**src/mont_consts.svh**
```systemverilog
`ifndef MONT_CONSTS_SVH
`define MONT_CONSTS_SVH

// Operand width W, the product carries a factor of 2^-W
`define MONT_WIDTH 124

// Four guard bits so that C, 3B and the sign of C - M all fit
`define ADDER_WIDTH (`MONT_WIDTH + 4)

// One registered adder slice
`define LIMB_WIDTH 32

`define NUM_LIMBS (`ADDER_WIDTH / `LIMB_WIDTH)

// Radix-4 loop, two bits of A per iteration
`define NUM_DIGITS (`MONT_WIDTH / 2)

`endif
```
**src/mont_pkg.sv**
```systemverilog
package mont_pkg;

    // Controller sequence
    typedef enum logic [2:0] {
        IDLE      = 3'd0,
        PRE_B3    = 3'd1,
        PRE_M3    = 3'd2,
        ADD_B     = 3'd3,
        ADD_M     = 3'd4,
        SUB_M     = 3'd5,
        RESTORE_M = 3'd6,
        DONE      = 3'd7
    } mont_state_e;

    // Operand selection for the adder
    typedef enum logic [2:0] {
        OP_PRE_B3  = 3'd0,
        OP_PRE_M3  = 3'd1,
        OP_DIGIT_B = 3'd2,
        OP_DIGIT_M = 3'd3,
        // Shared by the subtraction and the restore addition
        OP_SUB_M   = 3'd4
    } mont_op_e;

endpackage

```
**src/mont_top.sv**
```systemverilog
`timescale 1ns/10ps
`include "mont_consts.svh"

module mont_top (
    input  logic                   clk,
    input  logic                   resetn,
    input  logic                   start,
    input  logic [`MONT_WIDTH-1:0] a,
    input  logic [`MONT_WIDTH-1:0] b,
    input  logic [`MONT_WIDTH-1:0] m,
    output logic [`MONT_WIDTH-1:0] result,
    output logic                   done
);
    import mont_pkg::*;

    localparam int W = `MONT_WIDTH;
    localparam int AW = `ADDER_WIDTH;
    localparam int LW = `LIMB_WIDTH;
    localparam int NL = `NUM_LIMBS;

    mont_op_e op;
    logic add_start;
    logic subtract;
    logic load_ops;
    logic shift_a;
    logic cap_pre;
    logic acc_clear;
    logic acc_load;
    logic acc_shift;
    logic carry_seed;
    logic [AW-1:0] op_a;
    logic [AW-1:0] op_b;
    logic [AW-1:0] sum;
    logic [AW-1:0] c;
    // Registered carry between limbs, top bit is the adder overflow
    logic [NL:0] carry;

    mont_ctrl ctrl_i (
        .clk       (clk),
        .resetn    (resetn),
        .start     (start),
        .c_sign    (c[AW-1]),
        .c_low     (c[1:0]),
        .done      (done),
        .add_start (add_start),
        .subtract  (subtract),
        .load_ops  (load_ops),
        .shift_a   (shift_a),
        .cap_pre   (cap_pre),
        .acc_clear (acc_clear),
        .acc_load  (acc_load),
        .acc_shift (acc_shift),
        .op        (op)
    );

    mont_operand_sel sel_i (
        .clk        (clk),
        .resetn     (resetn),
        .load_ops   (load_ops),
        .shift_a    (shift_a),
        .cap_pre    (cap_pre),
        .add_start  (add_start),
        .subtract   (subtract),
        .a          (a),
        .b          (b),
        .m          (m),
        .op         (op),
        .c          (c),
        .sum        (sum),
        .op_a       (op_a),
        .op_b       (op_b),
        .carry_seed (carry_seed)
    );

    assign carry[0] = carry_seed;

    for (genvar i = 0; i < NL; i++) begin : g_limb
        mont_limb_adder #(
            .LIMB_WIDTH (LW)
        ) limb_i (
            .clk       (clk),
            .resetn    (resetn),
            .start     (add_start),
            .in_a      (op_a[i*LW +: LW]),
            .in_b      (op_b[i*LW +: LW]),
            .carry_in  (carry[i]),
            .sum       (sum[i*LW +: LW]),
            .carry_out (carry[i+1])
        );
    end

    mont_accum accum_i (
        .clk    (clk),
        .resetn (resetn),
        .clear  (acc_clear),
        .load   (acc_load),
        .shift  (acc_shift),
        .sum    (sum),
        .c      (c)
    );

    assign result = c[W-1:0];

endmodule

```
**src/mont_accum.sv**
```systemverilog
`timescale 1ns/10ps
`include "mont_consts.svh"

module mont_accum (
    input  logic                    clk,
    input  logic                    resetn,
    input  logic                    clear,
    input  logic                    load,
    input  logic                    shift,
    input  logic [`ADDER_WIDTH-1:0] sum,
    output logic [`ADDER_WIDTH-1:0] c
);

    localparam int AW = `ADDER_WIDTH;

    always_ff @(posedge clk) begin
        if (!resetn) begin
            c <= '0;
        end else if (clear) begin
            c <= '0;
        end else if (load) begin
            // Divide by 4 after the quotient step
            c <= shift ? {2'b00, sum[AW-1:2]} : sum;
        end
    end

    // The quotient multiple of M must clear the two low bits
    shift_divisible: assert property (@(posedge clk) disable iff (!resetn)
        (load && shift) |-> sum[1:0] == 2'b00);

endmodule

```
**src/mont_limb_adder.sv**
```systemverilog
`timescale 1ns/10ps
`include "mont_consts.svh"

module mont_limb_adder #(
    parameter int LIMB_WIDTH = `LIMB_WIDTH
) (
    input  logic                  clk,
    input  logic                  resetn,
    input  logic                  start,
    input  logic [LIMB_WIDTH-1:0] in_a,
    input  logic [LIMB_WIDTH-1:0] in_b,
    input  logic                  carry_in,
    output logic [LIMB_WIDTH-1:0] sum,
    output logic                  carry_out
);

    always_ff @(posedge clk) begin
        if (!resetn) begin
            sum <= '0;
            carry_out <= 1'b0;
        end else if (start) begin
            {carry_out, sum} <= {1'b0, in_a} + {1'b0, in_b}
                                + (LIMB_WIDTH + 1)'(carry_in);
        end else begin
            // Absorb the carry from the limb below, one limb per cycle
            {carry_out, sum} <= {1'b0, sum} + (LIMB_WIDTH + 1)'(carry_in);
        end
    end

endmodule

```
**src/mont_operand_sel.sv**
```systemverilog
`timescale 1ns/10ps
`include "mont_consts.svh"

module mont_operand_sel (
    input  logic                    clk,
    input  logic                    resetn,
    input  logic                    load_ops,
    input  logic                    shift_a,
    input  logic                    cap_pre,
    input  logic                    add_start,
    input  logic                    subtract,
    input  logic [`MONT_WIDTH-1:0]  a,
    input  logic [`MONT_WIDTH-1:0]  b,
    input  logic [`MONT_WIDTH-1:0]  m,
    input  mont_pkg::mont_op_e      op,
    input  logic [`ADDER_WIDTH-1:0] c,
    input  logic [`ADDER_WIDTH-1:0] sum,
    output logic [`ADDER_WIDTH-1:0] op_a,
    output logic [`ADDER_WIDTH-1:0] op_b,
    output logic                    carry_seed
);
    import mont_pkg::*;

    localparam int W = `MONT_WIDTH;
    localparam int AW = `ADDER_WIDTH;

    logic [W-1:0] a_q;
    logic [W-1:0] b_q;
    logic [W-1:0] m_q;
    logic [W+1:0] b3_q;
    logic [W+1:0] m3_q;
    logic [AW-1:0] b_ext;
    logic [AW-1:0] m_ext;
    logic [AW-1:0] b_mult;
    logic [AW-1:0] m_mult;

    always_ff @(posedge clk) begin
        if (!resetn) begin
            a_q <= '0;
            b_q <= '0;
            m_q <= '0;
            b3_q <= '0;
            m3_q <= '0;
        end else begin
            if (load_ops) begin
                a_q <= a;
                b_q <= b;
                m_q <= m;
            end else if (shift_a) begin
                // Next radix-4 digit of A
                a_q <= {2'b00, a_q[W-1:2]};
            end
            if (cap_pre && op == OP_PRE_B3)
                b3_q <= sum[W+1:0];
            if (cap_pre && op == OP_PRE_M3)
                m3_q <= sum[W+1:0];
        end
    end

    assign b_ext = AW'(b_q);
    assign m_ext = AW'(m_q);

    always_comb begin
        case (a_q[1:0])
            2'd0:    b_mult = '0;
            2'd1:    b_mult = b_ext;
            2'd2:    b_mult = b_ext << 1;
            default: b_mult = AW'(b3_q);
        endcase
    end

    // Quotient digit makes C + q*M divisible by 4, depends on M mod 4
    always_comb begin
        case (c[1:0])
            2'd0:    m_mult = '0;
            2'd1:    m_mult = m_q[1] ? m_ext : AW'(m3_q);
            2'd2:    m_mult = m_ext << 1;
            default: m_mult = m_q[1] ? AW'(m3_q) : m_ext;
        endcase
    end

    always_comb begin
        op_a = c;
        op_b = '0;
        case (op)
            OP_PRE_B3: begin
                op_a = b_ext << 1;
                op_b = b_ext;
            end
            OP_PRE_M3: begin
                op_a = m_ext << 1;
                op_b = m_ext;
            end
            OP_DIGIT_B: op_b = b_mult;
            OP_DIGIT_M: op_b = m_mult;
            // Two's complement subtract, the +1 comes in as carry seed
            OP_SUB_M:   op_b = subtract ? ~m_ext : m_ext;
            default:    op_b = '0;
        endcase
    end

    assign carry_seed = add_start & subtract;

endmodule

```
**src/mont_ctrl.sv**
```systemverilog
`timescale 1ns/10ps
`include "mont_consts.svh"

module mont_ctrl (
    input  logic               clk,
    input  logic               resetn,
    input  logic               start,
    input  logic               c_sign,
    input  logic [1:0]         c_low,
    output logic               done,
    output logic               add_start,
    output logic               subtract,
    output logic               load_ops,
    output logic               shift_a,
    output logic               cap_pre,
    output logic               acc_clear,
    output logic               acc_load,
    output logic               acc_shift,
    output mont_pkg::mont_op_e op
);
    import mont_pkg::*;

    localparam int LIMB_CNT_W = $clog2(`NUM_LIMBS + 1);
    localparam int DIGIT_CNT_W = $clog2(`NUM_DIGITS + 1);
    localparam logic [LIMB_CNT_W-1:0] LAST_LIMB_CYCLE = LIMB_CNT_W'(`NUM_LIMBS);
    localparam logic [DIGIT_CNT_W-1:0] LAST_DIGIT = DIGIT_CNT_W'(`NUM_DIGITS - 1);

    mont_state_e state;
    mont_state_e state_next;
    logic [LIMB_CNT_W-1:0] limb_cnt;
    logic [DIGIT_CNT_W-1:0] digit_cnt;
    logic adding;
    logic capture;
    logic skip_restore;

    assign adding = state inside {PRE_B3, PRE_M3, ADD_B, ADD_M, SUB_M, RESTORE_M};
    // Sum is final once the carries have crossed every limb
    assign capture = adding && (limb_cnt == LAST_LIMB_CYCLE);
    // No add-back when the difference is already non-negative
    assign skip_restore = (state == RESTORE_M) && (limb_cnt == '0) && !c_sign;

    assign load_ops = (state == IDLE) && start;
    assign acc_clear = load_ops;
    assign add_start = adding && (limb_cnt == '0) && !skip_restore;
    assign subtract = (state == SUB_M);
    assign cap_pre = capture && (state inside {PRE_B3, PRE_M3});
    assign shift_a = capture && (state == ADD_B);
    assign acc_load = capture && (state inside {ADD_B, ADD_M, SUB_M, RESTORE_M});
    assign acc_shift = capture && (state == ADD_M);

    always_comb begin
        case (state)
            PRE_B3:  op = OP_PRE_B3;
            PRE_M3:  op = OP_PRE_M3;
            ADD_B:   op = OP_DIGIT_B;
            ADD_M:   op = OP_DIGIT_M;
            default: op = OP_SUB_M;
        endcase
    end

    always_comb begin
        state_next = state;
        case (state)
            IDLE: begin
                if (start)
                    state_next = PRE_B3;
            end
            PRE_B3: begin
                if (capture)
                    state_next = PRE_M3;
            end
            PRE_M3: begin
                if (capture)
                    state_next = ADD_B;
            end
            ADD_B: begin
                if (capture)
                    state_next = ADD_M;
            end
            ADD_M: begin
                if (capture)
                    state_next = (digit_cnt == LAST_DIGIT) ? SUB_M : ADD_B;
            end
            SUB_M: begin
                if (capture)
                    state_next = RESTORE_M;
            end
            RESTORE_M: begin
                if (capture || skip_restore)
                    state_next = DONE;
            end
            default: state_next = IDLE;
        endcase
    end

    always_ff @(posedge clk) begin
        if (!resetn) begin
            state <= IDLE;
            limb_cnt <= '0;
            digit_cnt <= '0;
            done <= 1'b0;
        end else begin
            state <= state_next;
            // Pulse once the final add-back or its skip has completed
            done <= (state == RESTORE_M) && (capture || skip_restore);
            if (adding && !capture && !skip_restore)
                limb_cnt <= limb_cnt + 1'b1;
            else
                limb_cnt <= '0;
            if (load_ops)
                digit_cnt <= '0;
            else if (capture && state == ADD_M)
                digit_cnt <= digit_cnt + 1'b1;
        end
    end

    // Limb carries must drain before the next addition starts
    add_start_spacing: assert property (@(posedge clk) disable iff (!resetn)
        add_start |=> !add_start [*`NUM_LIMBS]);

    done_in_done_state: assert property (@(posedge clk) disable iff (!resetn)
        done |-> state == DONE);

    // C was emptied at start and precompute never writes it
    c_empty_at_first_digit: assert property (@(posedge clk) disable iff (!resetn)
        (add_start && state == ADD_B && digit_cnt == '0) |-> c_low == 2'b00);

endmodule

```
**config.mk**
```make
export PLATFORM = sky130hd
export DESIGN_NAME = mont_top
export DESIGN_NICKNAME = d
export VERILOG_FILES = /design/src/mont_pkg.sv /design/src/mont_top.sv /design/src/mont_accum.sv /design/src/mont_limb_adder.sv /design/src/mont_operand_sel.sv /design/src/mont_ctrl.sv
export VERILOG_INCLUDE_DIRS = /design/src /design/src/src
export SDC_FILE = /design/constraint.sdc
export NUM_CORES = 2
export LEC_CHECK = 0
export CAP_MARGIN = 30
export CELL_PAD_IN_SITES_DETAIL_PLACEMENT = 0
export CELL_PAD_IN_SITES_GLOBAL_PLACEMENT = 1
export CORE_AREA = 2 2 368 334
export DETAILED_ROUTE_END_ITERATION = 8
export DIE_AREA = 0 0 370 336
export DONT_BUFFER_PORTS = 1
export HOLD_SLACK_MARGIN = 0.12
export PLACE_DENSITY_LB_ADDON = 0.1
export SETUP_SLACK_MARGIN = 0.02
export SLEW_MARGIN = 10
export SYNTH_ARGS = -nofsm -noshare
export SYNTH_HDL_FRONTEND = slang
export SYNTH_SLANG_ARGS = --single-unit
```
**constraint.sdc**
```tcl
create_clock -name clk -period 5.25 [get_ports clk]
set_input_delay 1.05 -clock clk [delete_from_list [all_inputs] [get_ports clk]]
set_output_delay 1.05 -clock clk [all_outputs]
set_load 0.02 [all_outputs]
```
# Yosys cells after proc, flatten, opt, wreduce, memory -nomap -nowiden
# Cells that the tools add are included.
# op_classes
n_bitwise	3
n_eq_ne	23
multipliers	0
n_lt_le_gt_ge	0
reduce_logical	31
n_div	0
add_sub_neg	14
n_shift	0
muxes	27
# op_table
operator	count
$pmux 128 s5	1
$pmux 128 s3	1
$pmux 126 s3	1
$mux 128	2
$pmux 128 s2	1
$mux 126	2
$mux 124	2
$mux 32	4
$not 124->128	1
$add 32x1->33	3
$add 32x32->33	3
$add 33x1->33	3
$add 32x1->32	2
$add 32x32->32	1
$mux 3	8
$pmux 3 s7	1
$eq 3x3->1 const B	5
$logic_and 1x1->1	15
$eq 3x2->1 const B	4
$pmux 3 s4	1
$logic_not 3->1	3
$ne 2x1->1 const B	4
$reduce_and 7->1	1
$add 6x1->6 const B	1
other kinds (17)	28
# totals
in_bits	375
register_bits	896
latchBits	0
elab_cells	115
rom_bits	0
mem_count	0
mem_bits_rw	0

# Logic depth before layout (Yosys ltp)
# logic_depth
depth_word	8
depth_mapped	22

# Modules after synthesis
# A second synthesis with hierarchy kept.
# hier_totals
cells_unflattened	6815
area_unflattened_um2	56920.8
# by_module_without_submodules
module	cells_per_inst	instances	area_per_inst_um2
mont_operand_sel	4288	1	36143.4
mont_limb_adder at g_limb[1].limb_i ...	467	3	3552.2
mont_accum	569	1	5736.8
mont_limb_adder at g_limb[0].limb_i	448	1	3504.6
mont_ctrl	109	1	879.6

# Worst setup path before layout
# Ideal clock, no wire load.
# synth_path
kind	reg2reg
start	register ctrl_i.state[2]
end	register g_limb[3].limb_i.sum[28]
synth_period_minus_slack_ps	4687
arrival_ps	4550
t_required_ps	5114
setup_slack_ps	563
path_stages_with_launch	21
path_cell_list	dfxtp_1 clkbuf_1 nand2b_1 buf_2 nor2_1 nor2_1 clkbuf_1 clkbuf_1 a21oi_1 fa_1 fa_1 nor2b_1 o21ai_1 a21o_1 a21oi_2 o221ai_2 o211a_1 o2bb2ai_2 o41ai_1 xnor2_1 o22ai_1
# synth_via
elab_chain_len	7
elab_cells_between_ends	24
classes_between	add/sub (2); eq/ne (10); mux (5); reduce/logical (7)
# synth_lines
item	line	source
from (decl)	mont_ctrl.sv:28	mont_state_e state;
from (signal assigned)	mont_ctrl.sv:103	state <= state_next;
$eq 3x3->1, or another cell as far along	mont_ctrl.sv:36, mont_ctrl.sv:52	
$pmux 3 s4	mont_ctrl.sv:52	case (state)
$eq 3x3->1, or another cell as far along	mont_operand_sel.sv:85	case (op)
$pmux 128 s5 or $pmux 128 s2 (tied branches)	mont_operand_sel.sv:85	
$add 32x32->32	mont_limb_adder.sv:22	{carry_out, sum} <= {1'b0, in_a} + {1'b0, in_b}
$add 32x1->32	mont_limb_adder.sv:23	+ (LIMB_WIDTH + 1)'(carry_in);
$mux 32 *	mont_limb_adder.sv:21	end else if (start) begin
to (signal assigned)	mont_limb_adder.sv:22	
to (signal assigned)	mont_limb_adder.sv:26	{carry_out, sum} <= {1'b0, sum} + (LIMB_WIDTH + 1)'(carry_in);
to (decl)	mont_limb_adder.sv:13	output logic [LIMB_WIDTH-1:0] sum,
# Mark *: on every way between the ends. The rest lies on a longest branch, timed or not.
# A chain may end at the register's enable or synchronous reset.

# Worst setup path in the final report
# layout_path
start	register ctrl_i.state[2]
end	register g_limb[1].limb_i.carry_out
# layout_via
elab_chain_len	7
elab_cells_between_ends	24
classes_between	add/sub (2); eq/ne (10); mux (5); reduce/logical (7)
# layout_lines
item	line	source
$eq 3x3->1, or another cell as far along	mont_ctrl.sv:36, mont_ctrl.sv:52	
$pmux 3 s4	mont_ctrl.sv:52	
$eq 3x3->1, or another cell as far along	mont_operand_sel.sv:85	
$pmux 128 s5 or $pmux 128 s2 (tied branches)	mont_operand_sel.sv:85	
$add 32x32->33	mont_limb_adder.sv:22	
$add 33x1->33	mont_limb_adder.sv:23	
$mux 1 *	mont_limb_adder.sv:21	
to (signal assigned)	mont_limb_adder.sv:22	
to (signal assigned)	mont_limb_adder.sv:26	
to (decl)	mont_limb_adder.sv:14	output logic carry_out
# Marked as above.

==> metrics.md <==
| Metric | Value |
|---|---|
| DP HPWL | `129000 um` |
| GRT Overall Usage | `30.8%` |
| Die area | `124000 um2` |
| Unrepaired setup endpoints after global routing | `false` |
| # IOs | `500` |
| Grt total ovfl | `0` |
| Register share of total power | `39.2%` |
| Clk_skew | `0.0277 ns` |
| Clock Tree Root | `clkbuf_16` |
| Area after DPL | `53700 um2` |
| Hold Buf Count CTS | `0` |
| Via count | `50702` |
| Final ANT Viol Nets | `0` |
| Clk_lat worst skew | `0.73 ns` |
| Rel. slew slack | `37.0%` |
| Post-CTS Setup Bufs | `0` |
| Status | `finished clean` |
| Internal | `14.0 mW` |
| DRC viols | `0` |
| Switching pwr | `7.97 mW` |
| Worst path most repeated cell | `o21ai_0` |
| Post-route cell area | `57300 um2` |
| Cell Area, Synth | `53900 um2` |
| Synth-to-Final Area Change | `6.26%` |
| Share of the synthesized area in the top cell type | `33.3%` |
| Comb power frac | `25.5%` |
| Vias in the first global route | `47583` |
| Slew @ Worst Pin | `0.937 ns` |
| Post-synth EDFFs | `0` |
| Worst Setup End Kind | `register` |
| Setup-failing EPs final | `0` |
| Worst Path Arrival | `5.65 ns` |
| Max IR drop VDD | `254 uV` |
| Final setup margin | `0.263 ns` |
| Core area | `120000 um2` |
| Dominant synthesized flop cell | `dfxtp_1` |
| First-pass GRT wire length | `301000 um` |
| Layout Nets | `7285` |
| Kind of critical path | `register to register` |
| Critical R2R Launch | `ctrl_i.state[2]` |
| Reg-to-reg endpoint | `g_limb[1].limb_i.carry_out` |
| HP Class | `input port to register` |
| Crit path launch | `ctrl_i.state[2]` |
| Layout cells sized above 1 | `6.28%` |
| Setup TNS | `0 ns` |
| Min-Delay Path Depth | `2` |
| Min Tclk post-route | `4.99 ns` |
| Worst-path fanout max | `65` |
| DRT Wirelength | `197000 um` |
| Period utilization | `95.0%` |
| Initial antenna violation count | `4` |
| H-tree Lvls | `3` |
| Initial DRC count | `4545` |
| Max incr delay on CP | `0.58 ns` |
| Syn_nets | `7872` |
| DR WL/cell | `23.4 um` |
| Largest net degree at the start of global routing | `171` |
| YS warnings | `0` |
| IO buf count | `0` |
| Clock power share | `35.3%` |
| Post-Syn Instances | `7354` |
| DP Worst Slack | `0.395 ns` |
| Fmax | `201 MHz` |
| Die Y | `336 um` |
| Top cells by count, synth | `1673 x nand2_1, 993 x a21oi_1, 896 x dfxtp_1` |
| Min-delay src | `b[9]` |
| Worst hold path endpoint | `sel_i.b_q[9]` |
| Sink Count | `896` |
| Final hold vios | `0` |
| Leakage | `20.1 nW` |
| Synth area leader | `dfxtp_1` |
| Switching part of the total power | `36.3%` |
| Flops & latches, synth | `896` |
| Top-count cell post-synth | `nand2_1` |
| CP Cell Sequence | `nand2b_4 -> nor2_4 -> buf_12 -> a22o_1 -> a21oi_1 -> fa_1 -> fa_1 -> nor2b_1 -> o21a_1 -> o21ai_0 -> a211oi_1 -> a31oi_1 -> o21ai_0 -> a31o_2 -> nand3_1 -> o211a_1 -> o21ai_0` |
| Async set or reset register ratio after synthesis | `0%` |
| Kind of start point of the critical path | `register` |
| CTS tree | `done` |
| Average cell area after synthesis | `7.33 um2` |
| Vias per cell | `6.00` |
| Cell Pwr Density | `383 nW/um2` |
| Max-cap violation count | `0` |
| DRT Pass-1 Iters | `6` |
| Crit-path slowest cell | `a211oi_1` |
| Clock Pin Slew Worst Setup and Hold Paths | `0.06 ns` |
| Area contributors post-synth | `dfxtp_1 33%, nand2_1 12%, a21oi_1 9.2%` |
| R2r setup slk | `0.26 ns` |
| Reg2reg path depth | `17` |
| Yosys cell types | `94` |
| Post-CTS sizing | `0` |
| Sequential cell area fraction in the yosys report | `33.3%` |
| Worst path required time | `5.91 ns` |
| Fin. max-slew vios | `0` |
| GPL Wtd Cong | `0.892` |
| Hold WS | `0.450 ns` |
| Bufs on Longest Clock Path | `3` |
| Total CTS buffers | `100` |
| Std cell rows | `121` |
| Initial Util | `44.8%` |
| Die X | `370 um` |
[kinds of logic after synthesis]
kind of cell             synth area share, %
adder cells (fa/ha/maj)                 3.45
multiplexers                            6.43
AND/OR/NAND/NOR                         20.1
buffers and inverters                   6.87
AO/OA/AOI/OAI                           25.6
flip-flops                              33.3
XOR/XNOR                                4.26
[routing by layer]
| metal | global-route usage (%) | vias to the layer above | routed length (um) |
|---|---|---|---|
| li1 | - | 24489 | - |
| met1 | 43.9 | 24148 | 91000 |
| met2 | 46.7 | 1788 | 84800 |
| met3 | 6.54 | 273 | 16400 |
| met4 | 8.22 | 4 | 5150 |
| met5 | 0 | - | 22 |
[area by class of cell]
| type | count | area, um2 |
|---|---|---|
| sequential | 896 | 18000 |
| timing repair buffer | 102 | 1100 |
| tap | 1599 | 2000 |
| clock inverter | 55 | 763 |
| multi-input combinational | 5613 | 32400 |
| fill | 12294 | 63100 |
| clock buffer | 131 | 2810 |
| antenna | 1 | 2.50 |
| inverter | 54 | 210 |
[state kept, by name (all words and copies together), names as in the netlist]
| register | count |
|---|---|
| ctrl_i.digit_cnt | 6 |
| ctrl_i.limb_cnt | 3 |
| ctrl_i.state | 3 |
| sel_i.m_q | 124 |
| sel_i.m3_q | 126 |
| sel_i.a_q | 124 |
| accum_i.c | 128 |
| ctrl_i.done | 1 |
| g_limb.limb_i.carry_out | 3 |
| sel_i.b_q | 124 |
| g_limb.limb_i.sum | 128 |
| sel_i.b3_q | 126 |
[cells in the final DEF (no fill, tap or decap), types with 83 or more instances in the layout]
cell          n
mux2i_1     253
a311oi_1    126
a22oi_1     120
clkbuf_16   101
xor2_1      142
a221oi_1     87
a211oi_1    322
o21ai_0     201
nand2_1    1668
xnor2_1     119
nor2_1      725
a21oi_1     993
dfxtp_1     889
ha_1        135
mux2_2       83
[worst max path at each step]
| stage | to | depth (start not counted) |
|---|---|---|
| 2_1_floorplan | g_limb[3].limb_i.sum[28] | 20 |
| 5_1_grt | g_limb[1].limb_i.carry_out | 18 |
| 6_report | g_limb[1].limb_i.carry_out | 17 |
| 4_1_cts | g_limb[1].limb_i.carry_out | 16 |
| 3_5_place_dp | g_limb[1].limb_i.carry_out | 16 |
| 3_3_place_gp | g_limb[1].limb_i.carry_out | 17 |
[per-stage QoR]
step	util (%)	power, mW	cells
5_1_grt	47.6	23.1	8450
2_1_floorplan	-	12.5	7354
4_1_cts	47.6	22.0	8450
3_3_place_gp	44.6	14.2	8263
3_5_place_dp	44.6	14.2	8264
6_report	47.6	21.9	8451
[power groups by stage]
stage                     logic (mW)  registers, mW  clock network, mW
after CTS                       5.54           8.57               7.91
after global routing            6.22           8.68               8.17
after global placement          5.46           8.72                  0
after detailed placement        5.51           8.71                  0
final                           5.59           8.60               7.75
after floorplan                 4.46           7.99                  0
[worst max-delay path, delay by kind of cell, from the launching register on]
family,cells,cell delay (ns)
flip-flops,1,0.38
AO/OA/AOI/OAI,10,2.37
adder cells (fa/ha/maj),2,0.98
buffers and inverters,1,0.40
AND/OR/NAND/NOR,4,0.75
Note: power is estimated with default switching activity, not from simulation.
